[src/hdl/hyperbus_pkg.sv]
// shared types for the HyperBus PHY
//   bus width and chip select constants
//   write and read payload types
//   transaction request struct
//   word-level bus output and input structs
package hyperbus_pkg;

    localparam int unsigned NR_CS       = 2;   // chip selects on the bus
    localparam int unsigned BURST_WIDTH = 12;  // burst length field
    localparam int unsigned DQ_WIDTH    = 16;  // one DDR clock carries a full word
    localparam int unsigned STRB_WIDTH  = DQ_WIDTH / 8;
    localparam int unsigned CA_WORDS    = 3;   // command-address words per transaction
    localparam int unsigned CA_WIDTH    = CA_WORDS * DQ_WIDTH;

    // one word as seen on dq
    typedef logic [DQ_WIDTH-1:0] hyper_word_t;

    // write payload, strb high means the byte is written
    typedef struct packed {
        hyper_word_t           data;
        logic [STRB_WIDTH-1:0] strb;
    } tx_word_t;

    // transaction request from the host side
    typedef struct packed {
        logic [31:0]            address;  // word address
        logic [NR_CS-1:0]       cs;       // one-hot
        logic                   write;
        logic [BURST_WIDTH-1:0] burst;    // words, at least 1
    } trans_req_t;

    // controller to device
    typedef struct packed {
        logic [NR_CS-1:0]      cs_n;     // active low
        logic                  ck_en;    // bus clock runs this cycle
        hyper_word_t           dq;
        logic                  dq_oe;
        logic [STRB_WIDTH-1:0] rwds;     // byte mask during writes
        logic                  rwds_oe;
    } hyper_bus_o_t;

    // device to controller
    // rwds doubles as latency request in CA and data valid in reads
    typedef struct packed {
        hyper_word_t dq;
        logic        rwds;
    } hyper_bus_i_t;

endpackage
[src/hdl/hyperbus_phy.sv]
// HyperBus PHY top level
//   request, write and read valid/ready channels
//   command-address block, shared phase counter, transaction FSM
//   tx FIFO for write words, rx FIFO for read words
//   word-level bus, one 16-bit word per clk0 cycle
module hyperbus_phy import hyperbus_pkg::*; #(
    parameter int unsigned WAIT_CYCLES = 6,
    parameter int unsigned FIFO_DEPTH  = 8
) (
    input  logic         clk0,
    input  logic         rst_ni,
    // request channel
    input  logic         trans_valid_i,
    output logic         trans_ready_o,
    input  trans_req_t   trans_i,
    // write channel
    input  logic         tx_valid_i,
    output logic         tx_ready_o,
    input  tx_word_t     tx_i,
    // read channel
    output logic         rx_valid_o,
    input  logic         rx_ready_i,
    output hyper_word_t  rx_o,
    // bus
    output hyper_bus_o_t bus_o,
    input  hyper_bus_i_t bus_i
);

    trans_req_t             req_q;
    hyper_word_t            ca_word;
    logic                   ca_next;
    logic                   cnt_load, cnt_step, cnt_zero;
    logic [BURST_WIDTH-1:0] cnt_value;
    logic                   tx_full, tx_empty, tx_pop;
    tx_word_t               tx_head;
    logic                   rx_push, rx_empty, rx_almost_full;

    hyper_cmd_addr u_cmd_addr (
        .clk0      ( clk0                          ),
        .rst_ni    ( rst_ni                        ),
        .capture_i ( trans_valid_i & trans_ready_o ),
        .req_i     ( trans_i                       ),
        .ca_next_i ( ca_next                       ),
        .req_o     ( req_q                         ),
        .ca_word_o ( ca_word                       )
    );

    hyper_latency_counter #(.WIDTH(BURST_WIDTH)) u_counter (
        .clk0         ( clk0      ),
        .rst_ni       ( rst_ni    ),
        .load_i       ( cnt_load  ),
        .load_value_i ( cnt_value ),
        .step_i       ( cnt_step  ),
        .zero_o       ( cnt_zero  )
    );

    hyper_trans_fsm #(.WAIT_CYCLES(WAIT_CYCLES)) u_fsm (
        .clk0             ( clk0           ),
        .rst_ni           ( rst_ni         ),
        .trans_valid_i    ( trans_valid_i  ),
        .trans_ready_o    ( trans_ready_o  ),
        .req_i            ( req_q          ),
        .ca_word_i        ( ca_word        ),
        .ca_next_o        ( ca_next        ),
        .cnt_load_o       ( cnt_load       ),
        .cnt_value_o      ( cnt_value      ),
        .cnt_step_o       ( cnt_step       ),
        .cnt_zero_i       ( cnt_zero       ),
        .tx_empty_i       ( tx_empty       ),
        .tx_word_i        ( tx_head        ),
        .tx_pop_o         ( tx_pop         ),
        .rx_almost_full_i ( rx_almost_full ),
        .rx_push_o        ( rx_push        ),
        .bus_i            ( bus_i          ),
        .bus_o            ( bus_o          )
    );

    hyper_word_fifo #(.T(tx_word_t), .FIFO_DEPTH(FIFO_DEPTH)) u_tx_fifo (
        .clk0          ( clk0                    ),
        .rst_ni        ( rst_ni                  ),
        .push_i        ( tx_valid_i & tx_ready_o ),
        .data_i        ( tx_i                    ),
        .full_o        ( tx_full                 ),
        .almost_full_o (                         ),
        .pop_i         ( tx_pop                  ),
        .data_o        ( tx_head                 ),
        .empty_o       ( tx_empty                )
    );

    hyper_word_fifo #(.T(hyper_word_t), .FIFO_DEPTH(FIFO_DEPTH)) u_rx_fifo (
        .clk0          ( clk0                    ),
        .rst_ni        ( rst_ni                  ),
        .push_i        ( rx_push                 ),
        .data_i        ( bus_i.dq                ),
        .full_o        (                         ),
        .almost_full_o ( rx_almost_full          ),
        .pop_i         ( rx_valid_o & rx_ready_i ),
        .data_o        ( rx_o                    ),
        .empty_o       ( rx_empty                )
    );

    assign tx_ready_o = ~tx_full;
    assign rx_valid_o = ~rx_empty;

endmodule

[src/hdl/hyper_trans_fsm.sv]
// transaction state machine
//   standby, command-address, latency, data and recovery phases
//   doubled latency when the device raises rwds during CA
//   bus clock pauses on empty tx FIFO or almost full rx FIFO
//   bus outputs decoded from state
module hyper_trans_fsm import hyperbus_pkg::*; #(
    parameter int unsigned WAIT_CYCLES = 6
) (
    input  logic                   clk0,
    input  logic                   rst_ni,
    input  logic                   trans_valid_i,
    output logic                   trans_ready_o,
    input  trans_req_t             req_i,         // latched request
    input  hyper_word_t            ca_word_i,
    output logic                   ca_next_o,
    output logic                   cnt_load_o,
    output logic [BURST_WIDTH-1:0] cnt_value_o,
    output logic                   cnt_step_o,
    input  logic                   cnt_zero_i,
    input  logic                   tx_empty_i,
    input  tx_word_t               tx_word_i,
    output logic                   tx_pop_o,
    input  logic                   rx_almost_full_i,
    output logic                   rx_push_o,
    input  hyper_bus_i_t           bus_i,
    output hyper_bus_o_t           bus_o
);

    typedef enum logic [2:0] {
        STANDBY, CMD_ADDR, LATENCY2, LATENCY, DATA_W, DATA_R, RECOVER
    } state_e;

    localparam logic [BURST_WIDTH-1:0] WAIT_LOAD = BURST_WIDTH'(WAIT_CYCLES - 1);
    localparam logic [BURST_WIDTH-1:0] CA_LOAD   = BURST_WIDTH'(CA_WORDS - 1);

    state_e state_q, state_d;
    logic   extra_lat_q;  // device asked for doubled latency
    logic   rd_done_q;    // last read word requested, one still in flight
    logic   data_clk;     // bus clock in a data phase

    always_ff @(posedge clk0 or negedge rst_ni) begin
        if (!rst_ni) begin
            state_q     <= STANDBY;
            extra_lat_q <= 1'b0;
            rd_done_q   <= 1'b0;
        end else begin
            state_q <= state_d;
            if (state_q == STANDBY) begin
                extra_lat_q <= 1'b0;
            end else if (state_q == CMD_ADDR && bus_i.rwds) begin
                extra_lat_q <= 1'b1;
            end
            if (state_q != DATA_R) begin
                rd_done_q <= 1'b0;
            end else if (data_clk && cnt_zero_i) begin
                rd_done_q <= 1'b1;
            end
        end
    end

    always_comb begin
        state_d     = state_q;
        cnt_load_o  = 1'b0;
        cnt_value_o = WAIT_LOAD;
        cnt_step_o  = 1'b0;
        ca_next_o   = 1'b0;
        tx_pop_o    = 1'b0;
        data_clk    = 1'b0;
        case (state_q)
            STANDBY: begin
                if (trans_valid_i) begin
                    state_d     = CMD_ADDR;
                    cnt_load_o  = 1'b1;
                    cnt_value_o = CA_LOAD;
                end
            end
            CMD_ADDR: begin
                if (cnt_zero_i) begin
                    cnt_load_o = 1'b1;
                    // rwds may rise on the last CA word as well
                    state_d    = (extra_lat_q || bus_i.rwds) ? LATENCY2 : LATENCY;
                end else begin
                    cnt_step_o = 1'b1;
                    ca_next_o  = 1'b1;
                end
            end
            LATENCY2: begin
                if (cnt_zero_i) begin
                    cnt_load_o = 1'b1;
                    state_d    = LATENCY;
                end else begin
                    cnt_step_o = 1'b1;
                end
            end
            LATENCY: begin
                if (cnt_zero_i) begin
                    cnt_load_o  = 1'b1;
                    cnt_value_o = req_i.burst - 1'b1;
                    state_d     = req_i.write ? DATA_W : DATA_R;
                end else begin
                    cnt_step_o = 1'b1;
                end
            end
            DATA_W: begin
                if (!tx_empty_i) begin
                    data_clk = 1'b1;
                    tx_pop_o = 1'b1;
                    if (cnt_zero_i) begin
                        cnt_load_o = 1'b1;
                        state_d    = RECOVER;
                    end else begin
                        cnt_step_o = 1'b1;
                    end
                end
            end
            DATA_R: begin
                if (!rd_done_q && !rx_almost_full_i) begin
                    data_clk   = 1'b1;
                    cnt_step_o = !cnt_zero_i;
                end
                if (rd_done_q && bus_i.rwds) begin  // last word arrives
                    cnt_load_o = 1'b1;
                    state_d    = RECOVER;
                end
            end
            RECOVER: begin
                if (cnt_zero_i) begin
                    state_d = STANDBY;
                end else begin
                    cnt_step_o = 1'b1;
                end
            end
            default: state_d = STANDBY;
        endcase
    end

    assign trans_ready_o = (state_q == STANDBY);
    assign rx_push_o     = (state_q == DATA_R) && bus_i.rwds;

    always_comb begin
        bus_o      = '0;
        bus_o.cs_n = '1;
        case (state_q)
            CMD_ADDR: begin
                bus_o.cs_n  = ~req_i.cs;
                bus_o.ck_en = 1'b1;
                bus_o.dq    = ca_word_i;
                bus_o.dq_oe = 1'b1;
            end
            LATENCY2, LATENCY: begin
                bus_o.cs_n  = ~req_i.cs;
                bus_o.ck_en = 1'b1;
            end
            DATA_W: begin
                bus_o.cs_n    = ~req_i.cs;
                bus_o.ck_en   = data_clk;
                bus_o.dq      = tx_word_i.data;
                bus_o.dq_oe   = 1'b1;
                bus_o.rwds    = ~tx_word_i.strb;  // high masks the byte
                bus_o.rwds_oe = 1'b1;
            end
            DATA_R: begin
                bus_o.cs_n  = ~req_i.cs;
                bus_o.ck_en = data_clk;
            end
            default: ;
        endcase
    end

    // request captured in the command-address block selects exactly one device
    a_cs_onehot : assert property (
        @(posedge clk0) disable iff (!rst_ni)
        state_q == CMD_ADDR |-> $onehot(req_i.cs)
    ) else $error("latched chip select not one-hot");

endmodule

[src/hdl/hyper_word_fifo.sv]
// synchronous word FIFO
//   payload type given by parameter
//   circular buffer with read and write pointers and a fill count
//   almost full two entries before full
module hyper_word_fifo #(
    parameter type         T          = logic [15:0],
    parameter int unsigned FIFO_DEPTH = 8
) (
    input  logic clk0,
    input  logic rst_ni,
    input  logic push_i,
    input  T     data_i,
    output logic full_o,
    output logic almost_full_o,
    input  logic pop_i,
    output T     data_o,
    output logic empty_o
);

    localparam int unsigned PTR_W = (FIFO_DEPTH > 1) ? $clog2(FIFO_DEPTH) : 1;
    localparam int unsigned CNT_W = $clog2(FIFO_DEPTH + 1);
    localparam logic [PTR_W-1:0] LAST_PTR = PTR_W'(FIFO_DEPTH - 1);
    localparam logic [CNT_W-1:0] FULL_CNT = CNT_W'(FIFO_DEPTH);
    localparam logic [CNT_W-1:0] AF_CNT   = CNT_W'(FIFO_DEPTH - 2);

    T                 mem_q [FIFO_DEPTH];
    logic [PTR_W-1:0] wr_ptr_q, rd_ptr_q;
    logic [CNT_W-1:0] count_q;

    always_ff @(posedge clk0) begin
        if (push_i) begin
            mem_q[wr_ptr_q] <= data_i;
        end
    end

    always_ff @(posedge clk0 or negedge rst_ni) begin
        if (!rst_ni) begin
            wr_ptr_q <= '0;
            rd_ptr_q <= '0;
            count_q  <= '0;
        end else begin
            if (push_i) begin
                wr_ptr_q <= (wr_ptr_q == LAST_PTR) ? '0 : wr_ptr_q + 1'b1;
            end
            if (pop_i) begin
                rd_ptr_q <= (rd_ptr_q == LAST_PTR) ? '0 : rd_ptr_q + 1'b1;
            end
            case ({push_i, pop_i})
                2'b10:   count_q <= count_q + 1'b1;
                2'b01:   count_q <= count_q - 1'b1;
                default: ;  // both or neither
            endcase
        end
    end

    assign data_o        = mem_q[rd_ptr_q];  // head word, valid when not empty
    assign empty_o       = (count_q == '0);
    assign full_o        = (count_q == FULL_CNT);
    assign almost_full_o = (count_q >= AF_CNT);

    a_no_overflow : assert property (
        @(posedge clk0) disable iff (!rst_ni)
        push_i |-> !full_o
    ) else $error("push into full FIFO");

    a_no_underflow : assert property (
        @(posedge clk0) disable iff (!rst_ni)
        pop_i |-> !empty_o
    ) else $error("pop from empty FIFO");

endmodule

[src/hdl/hyper_latency_counter.sv]
// loadable down counter
//   shared by latency, burst and recovery phases
//   reports when the count has reached zero
module hyper_latency_counter import hyperbus_pkg::*; #(
    parameter int unsigned WIDTH = BURST_WIDTH
) (
    input  logic             clk0,
    input  logic             rst_ni,
    input  logic             load_i,
    input  logic [WIDTH-1:0] load_value_i,
    input  logic             step_i,        // decrement by one
    output logic             zero_o
);

    logic [WIDTH-1:0] count_q;

    always_ff @(posedge clk0 or negedge rst_ni) begin
        if (!rst_ni) begin
            count_q <= '0;
        end else if (load_i) begin
            count_q <= load_value_i;  // load wins over step
        end else if (step_i) begin
            count_q <= count_q - 1'b1;
        end
    end

    assign zero_o = (count_q == '0);

    // the FSM must leave its phase at zero instead of stepping past it
    a_no_step_at_zero : assert property (
        @(posedge clk0) disable iff (!rst_ni)
        step_i |-> !zero_o
    ) else $error("counter stepped below zero");

endmodule

[src/hdl/hyper_cmd_addr.sv]
// command-address generation
//   holds the accepted request for the whole transaction
//   builds the 48-bit command-address word from it
//   steps through the three bus words on request
module hyper_cmd_addr import hyperbus_pkg::*; (
    input  logic        clk0,
    input  logic        rst_ni,
    input  logic        capture_i,  // request accepted this cycle
    input  trans_req_t  req_i,
    input  logic        ca_next_i,  // advance to the next CA word
    output trans_req_t  req_o,
    output hyper_word_t ca_word_o
);

    trans_req_t          req_q;
    logic [1:0]          word_idx_q;
    logic [CA_WIDTH-1:0] ca;

    // payload only, qualified by the FSM state
    always_ff @(posedge clk0) begin
        if (capture_i) begin
            req_q <= req_i;
        end
    end

    always_ff @(posedge clk0 or negedge rst_ni) begin
        if (!rst_ni) begin
            word_idx_q <= '0;
        end else if (capture_i) begin
            word_idx_q <= '0;
        end else if (ca_next_i) begin
            word_idx_q <= word_idx_q + 2'd1;
        end
    end

    // read flag, memory space, linear burst, then split address
    assign ca = {~req_q.write, 1'b0, 1'b1, req_q.address[31:3],
                 13'b0, req_q.address[2:0]};

    always_comb begin
        case (word_idx_q)
            2'd0:    ca_word_o = ca[47:32];  // msb word first
            2'd1:    ca_word_o = ca[31:16];
            2'd2:    ca_word_o = ca[15:0];
            default: ca_word_o = '0;
        endcase
    end

    assign req_o = req_q;

endmodule

[config.mk]
export PLATFORM = sky130hd
export DESIGN_NAME = hyperbus_phy
export DESIGN_NICKNAME = d
export VERILOG_FILES = /design/src/hdl/hyperbus_pkg.sv /design/src/hdl/hyperbus_phy.sv /design/src/hdl/hyper_trans_fsm.sv /design/src/hdl/hyper_word_fifo.sv /design/src/hdl/hyper_latency_counter.sv /design/src/hdl/hyper_cmd_addr.sv
export SDC_FILE = /design/constraint.sdc
export NUM_CORES = 1
export LEC_CHECK = 0
export BUFFER_PORTS_ARGS = -buffer_cell sky130_fd_sc_hd__buf_2
export CAP_MARGIN = 30
export CORE_ASPECT_RATIO = 0.75
export CORE_MARGIN = 4
export CORE_UTILIZATION = 46
export CTS_CLUSTER_SIZE = 16
export DETAILED_ROUTE_END_ITERATION = 12
export HOLD_SLACK_MARGIN = 0.08
export SYNTH_ARGS = -nofsm -noshare
export SYNTH_HDL_FRONTEND = slang
export SYNTH_HIERARCHICAL = 1
export SYNTH_SLANG_ARGS = --single-unit
[constraint.sdc]
create_clock -name clk0 -period 3.2 [get_ports clk0]
set_clock_uncertainty 0.1 [all_clocks]
set_input_delay 0.8 -clock clk0 [delete_from_list [all_inputs] [get_ports clk0]]
set_output_delay 0.8 -clock clk0 [all_outputs]
set_load 0.02 [all_outputs]
# Yosys cells after proc, flatten, opt, wreduce, memory -nomap -nowiden
# Memories as Yosys holds them, arrays and structs flattened.
# Index checks and enable logic that the tools add are counted.
op_classes:
  magnitude_cmp: 1
  n_eq_ne: 26
  add_sub_neg: 11
  n_mux: 50
  n_reduce_logical: 24
  bitwise: 8
ops:
  columns: ["cell", "count"]
  rows:
  - ["16-bit one-hot mux with 3 select lines", 1]
  - ["3-bit two-way mux", 14]
  - ["12-bit two-way mux", 3]
  - ["17-bit one-hot mux with 2 select lines", 1]
  - ["12-bit one-hot mux with 2 select lines", 1]
  - ["12-bit by 1-bit subtractor with 12-bit output, second input constant", 2]
  - ["3-bit == test, second input constant", 7]
  - ["1-bit two-way mux", 21]
  - ["3-bit one-hot mux with 7 select lines", 1]
  - ["4-bit one-hot mux with 2 select lines", 2]
  - ["3-bit by 1-bit adder with 3-bit output, second input constant", 4]
  - ["12-bit zero test", 1]
  - ["2-bit by 1-bit != test with 1-bit output, second input constant", 6]
  - ["2-bit nonzero test", 6]
  - ["4-bit by 1-bit adder with 4-bit output, second input constant", 2]
  - ["4-bit zero test", 2]
  - ["8-bit AND reduction", 1]
  - ["4-bit by 1-bit subtractor with 4-bit output, second input constant", 2]
  - ["2-bit by 1-bit == test with 1-bit output, second input constant", 3]
  - ["2-bit == test, second input constant", 3]
  - ["3-bit by 2-bit == test with 1-bit output, second input constant", 2]
  - ["3-bit one-hot mux with 2 select lines", 1]
  - ["1-bit logical AND", 5]
  - ["4-bit == test, second input constant", 1]
  - ["19 further kinds", 28]
totals:
  elab_cells: 137
  inputBits: 87
  ramBits: 272
  regBits: 86
  output_inout_bits: 42
  memories: 2
memory_table:
  columns: ["memory", "words", "width", "rd", "rd_ports_with_merged_regs", "wr", "line_no", "text"]
  rows:
  - ["u_tx_fifo.mem_q", 8, 18, 1, 0, 1, "hyper_word_fifo.sv:26", "T mem_q [FIFO_DEPTH];"]
  - ["u_rx_fifo.mem_q", 8, 16, 1, 0, 1, "hyper_word_fifo.sv:26", null]

# Longest topological paths before layout
depth:
  depth_word: 8
  ltp_mapped: 11
  mapped_depth_nobuf: 10

# Hierarchy
# Netlist, hierarchy kept.
by_module_without_submodules:
  columns: ["module", "n_inst", "seq_area_each_um2", "cells_each", "area_each_um2"]
  rows:
  - ["hyper_word_fifo at u_tx_fifo", 1, 4574.4, 270, 6149.6]
  - ["hyper_word_fifo at u_rx_fifo", 1, 4093.9, 247, 5549.1]
  - ["hyper_cmd_addr", 1, 1461.4, 97, 1771.7]
  - ["hyper_trans_fsm", 1, 125.1, 136, 952.2]
  - ["hyper_latency_counter", 1, 300.3, 80, 739.5]
  - ["hyperbus_phy", 1, 0.0, 5, 26.3]

# Least setup slack after synthesis
# OpenSTA, ideal clock, no wires.
synth_timing:
  path_kind: "register to register"
  from: "register u_fsm.state_q[0]"
  to: "register, netlist name u_cmd_addr/req_o[0]"
  period_less_slack_ps: 3168
  n_path_buf: 2
  path_slack_ps: 32
  arrival_ps: 2657
  required_time_ps: 2689
  stages_incl_launch_ff: 5
  setup_time_ps: 411
  cell_sequence: "dfrtp_1 > buf_2 > clkbuf_1 > nor3_1 > and2_1"
synth_between:
  elab_chain_len: 2
synth_rtl:
  columns: ["item", "line_no", "text"]
  rows:
  - ["start: declaration", "hyper_trans_fsm.sv:36", "state_e state_q, state_d;"]
  - ["start signal: assignment", "hyper_trans_fsm.sv:47", "state_q <= state_d;"]
  - ["3-bit zero test", "hyper_trans_fsm.sv:137", "assign trans_ready_o = (state_q == STANDBY);"]
  - ["named net trans_ready_o", "hyperbus_phy.sv:14", "output logic trans_ready_o,"]
  - ["1-bit AND", "hyperbus_phy.sv:41", ".capture_i ( trans_valid_i & trans_ready_o ),"]
# The timed path passes the listed nets, and every way through them passes these cells.
# A chain may end at the register's enable or synchronous reset.

==> out/qor.csv <==
stage;metric;value;unit
worst_setup_path;crit_type;register to output port;
worst_setup_path;required;2.30;ns
sta;setup_slack;-0.124;ns
placement;post-place-cells;1403;
cts;cts_tree;done;
routing;drtIter0Drc;731;
cts;numClockSinks;358;
run_status;violations;setup timing;
final_layout;final_net_count;1114;
floorplanning;die_y;165;µm
worst_setup_path;worst-path-max-fanout;6;
cts;cts.clk_slew.worst_paths;0.06;ns
sta;fmax;0.301;GHz
sta;setup_tns;-1.43;ns
power;powerDensity;664;mW/mm²
worst_setup_path;start_kind;register;
placement;dp_hpwl;20.8;mm
placement;numPortBuffers;128;
worst_setup_path;slowest_stage;dfrtp_4;
synth;synth_area;0.0152;mm²
global_routing;grt_use_total;18.0;%
routing;num_vias;8077;
power;ir_worst_vdd;0.485;mV
synth;postSynthAreaPerCell;18.2;µm²
routing;via_per_inst;5.48;
floorplanning;core-area;0.0324;mm²
power;p_leak;6.26;nW
worst_setup_path;crit_top_cell;buf_12;
sta;setup_viol;17;
routing;dr.pass1.iters;6;
final_layout;final_cell_mix;edfxtp_1 (319), buf_2 (111), nor2_1 (43);
run_status;outcome;complete, but fails checks;
sta;rsz0062_at_grt;true;
power;power;11.9;mW
placement;place.gp.congestion;0.769;
global_routing;overflow;0;
cts;h-tree-depth;2;
final_layout;final_common_cell;edfxtp_1;
flow_run;max_cap_viol_count;0;
routing;wl_per_cell;22.3;µm
synth;ys_warn_count;6;
sta;hold_ws;0.185;ns
final_layout;drive_above_1_share;33.4;%
cts;cts_hold_buf;0;
floorplanning;rows;57;
sta;drv_slew;0;
final_layout;areaGrowthSynthToFinish;18.4;%
sta;period_needed;3.32;ns
global_routing;grt_start_max_net_pins;36;
routing;finalWirelength;32.8;mm
floorplanning;start_util;46.8;%
routing;final_antenna_net_count;0;
sta;tightest_slew;0.828;ns
floorplanning;die_area;0.0360;mm²
floorplanning;die_w;218;µm
worst_setup_path;cp-end-kind;output port;
cts;root_buffer;clkbuf_16;
global_routing;antenna_found_initial;5;
cts;insertion_delay;0.52;ns
floorplanning;ios;129;
routing;drcViolationCount;0;
final_layout;fin_cells;1475;
worst_setup_path;max_stage_delay;0.48;ns
sta;hold_viol_final;0;
global_routing;grt_pass1_wl;48.9;mm
cts;cts_inserted_buffers;37;
hold_path;hp-class;input pin to async pin;
sta;slew_headroom;44.7;%
synth;synthCells;833;
synth;synth.net_count;941;
worst_setup_path;crit_path_cell_trace;buf_12 > buf_12 > mux4_2 > mux2_4 > a22o_1 > buf_2;
global_routing;first_global_vias;8078;
cts;cts_buffer_depth;3;
sta;post-route-period-util;104;%
worst_setup_path;critPathArrivalTime;2.42;ns
[worst max-delay path: cells and delay by family (launching register included)]
family                 cells  cell delay, ns
flip-flops                 1            0.48
multiplexers               2            0.73
AO/OA/AOI/OAI              1            0.22
buffers and inverters      3            0.46
[repair_timing]
action,CTS,global route
pin swaps,1,3
buffers inserted,3,1
setup endpoints to repair,19,20
gates resized for setup,51,10
cloned,2,0
[through the flow]
| stage | setup slack, ns | utilization [%] | cell area, µm² |
|---|---|---|---|
| CTS | -0.155 | 55.2 | 17900 |
| floorplan | 0.0324 | - | 15200 |
| detailed placement | 0.214 | 51.0 | 16500 |
| global placement | 0.238 | 51.0 | 16500 |
| global route | -0.187 | 55.3 | 18000 |
| finish | -0.124 | 55.3 | 18000 |
[per-layer routing]
layer	share of wire (%)	track usage, %	up-vias	wire [µm]
met1	46	26.4	4137	15100
met4	2.1	5.00	8	705
met5	0.16	0	-	51
met3	5.3	3.93	64	1750
met2	46	27.6	164	15200
li1	-	-	3704	-
[final cells by class]
cell class | count | area (µm²)
fillers | 2551 | 14500
clock buffers | 52 | 1050
inverters | 22 | 85.1
flip-flops and latches | 358 | 10600
well taps | 442 | 553
diodes | 1 | 2.50
repair buffers | 177 | 1310
clock inverters | 13 | 134
multi-input cells | 410 | 4260
[final timing paths]
kind                                            start              endpoint  slack [ns]  depth (start not counted)
worst max-delay path            u_tx_fifo/rd_ptr_q[0]             bus_o[17]       -0.12                          6
worst min-delay path                           rst_ni  u_counter/count_q[1]        0.19                          1
worst max register to register   u_rx_fifo/count_q[1]  u_counter/count_q[9]        0.27                          6
worst min register to register   u_tx_fifo/count_q[3]  u_tx_fifo/count_q[3]        0.41                          1
max in group asynchronous                      rst_ni  u_rx_fifo/count_q[2]        2.24                          2
min in group clk0                         trans_i[28]  u_cmd_addr/req_o[28]        0.35                          1
[flip-flops by register name (all words and copies together) (netlist names), 4 cells and up]
signal	cells
u_tx_fifo/mem_q	144
u_rx_fifo/mem_q	128
u_tx_fifo/count_q	4
u_counter/count_q	12
u_rx_fifo/count_q	4
u_cmd_addr/req_o	47
[where the power goes]
group | internal [mW] | leakage [nW] | switching, mW
clock network | 2.46 | 0.581 | 1.73
logic | 0.963 | 2.34 | 1.10
registers | 5.47 | 3.34 | 0.205
total | 8.90 | 6.26 | 3.03
Power figures use the tool's default switching activity.
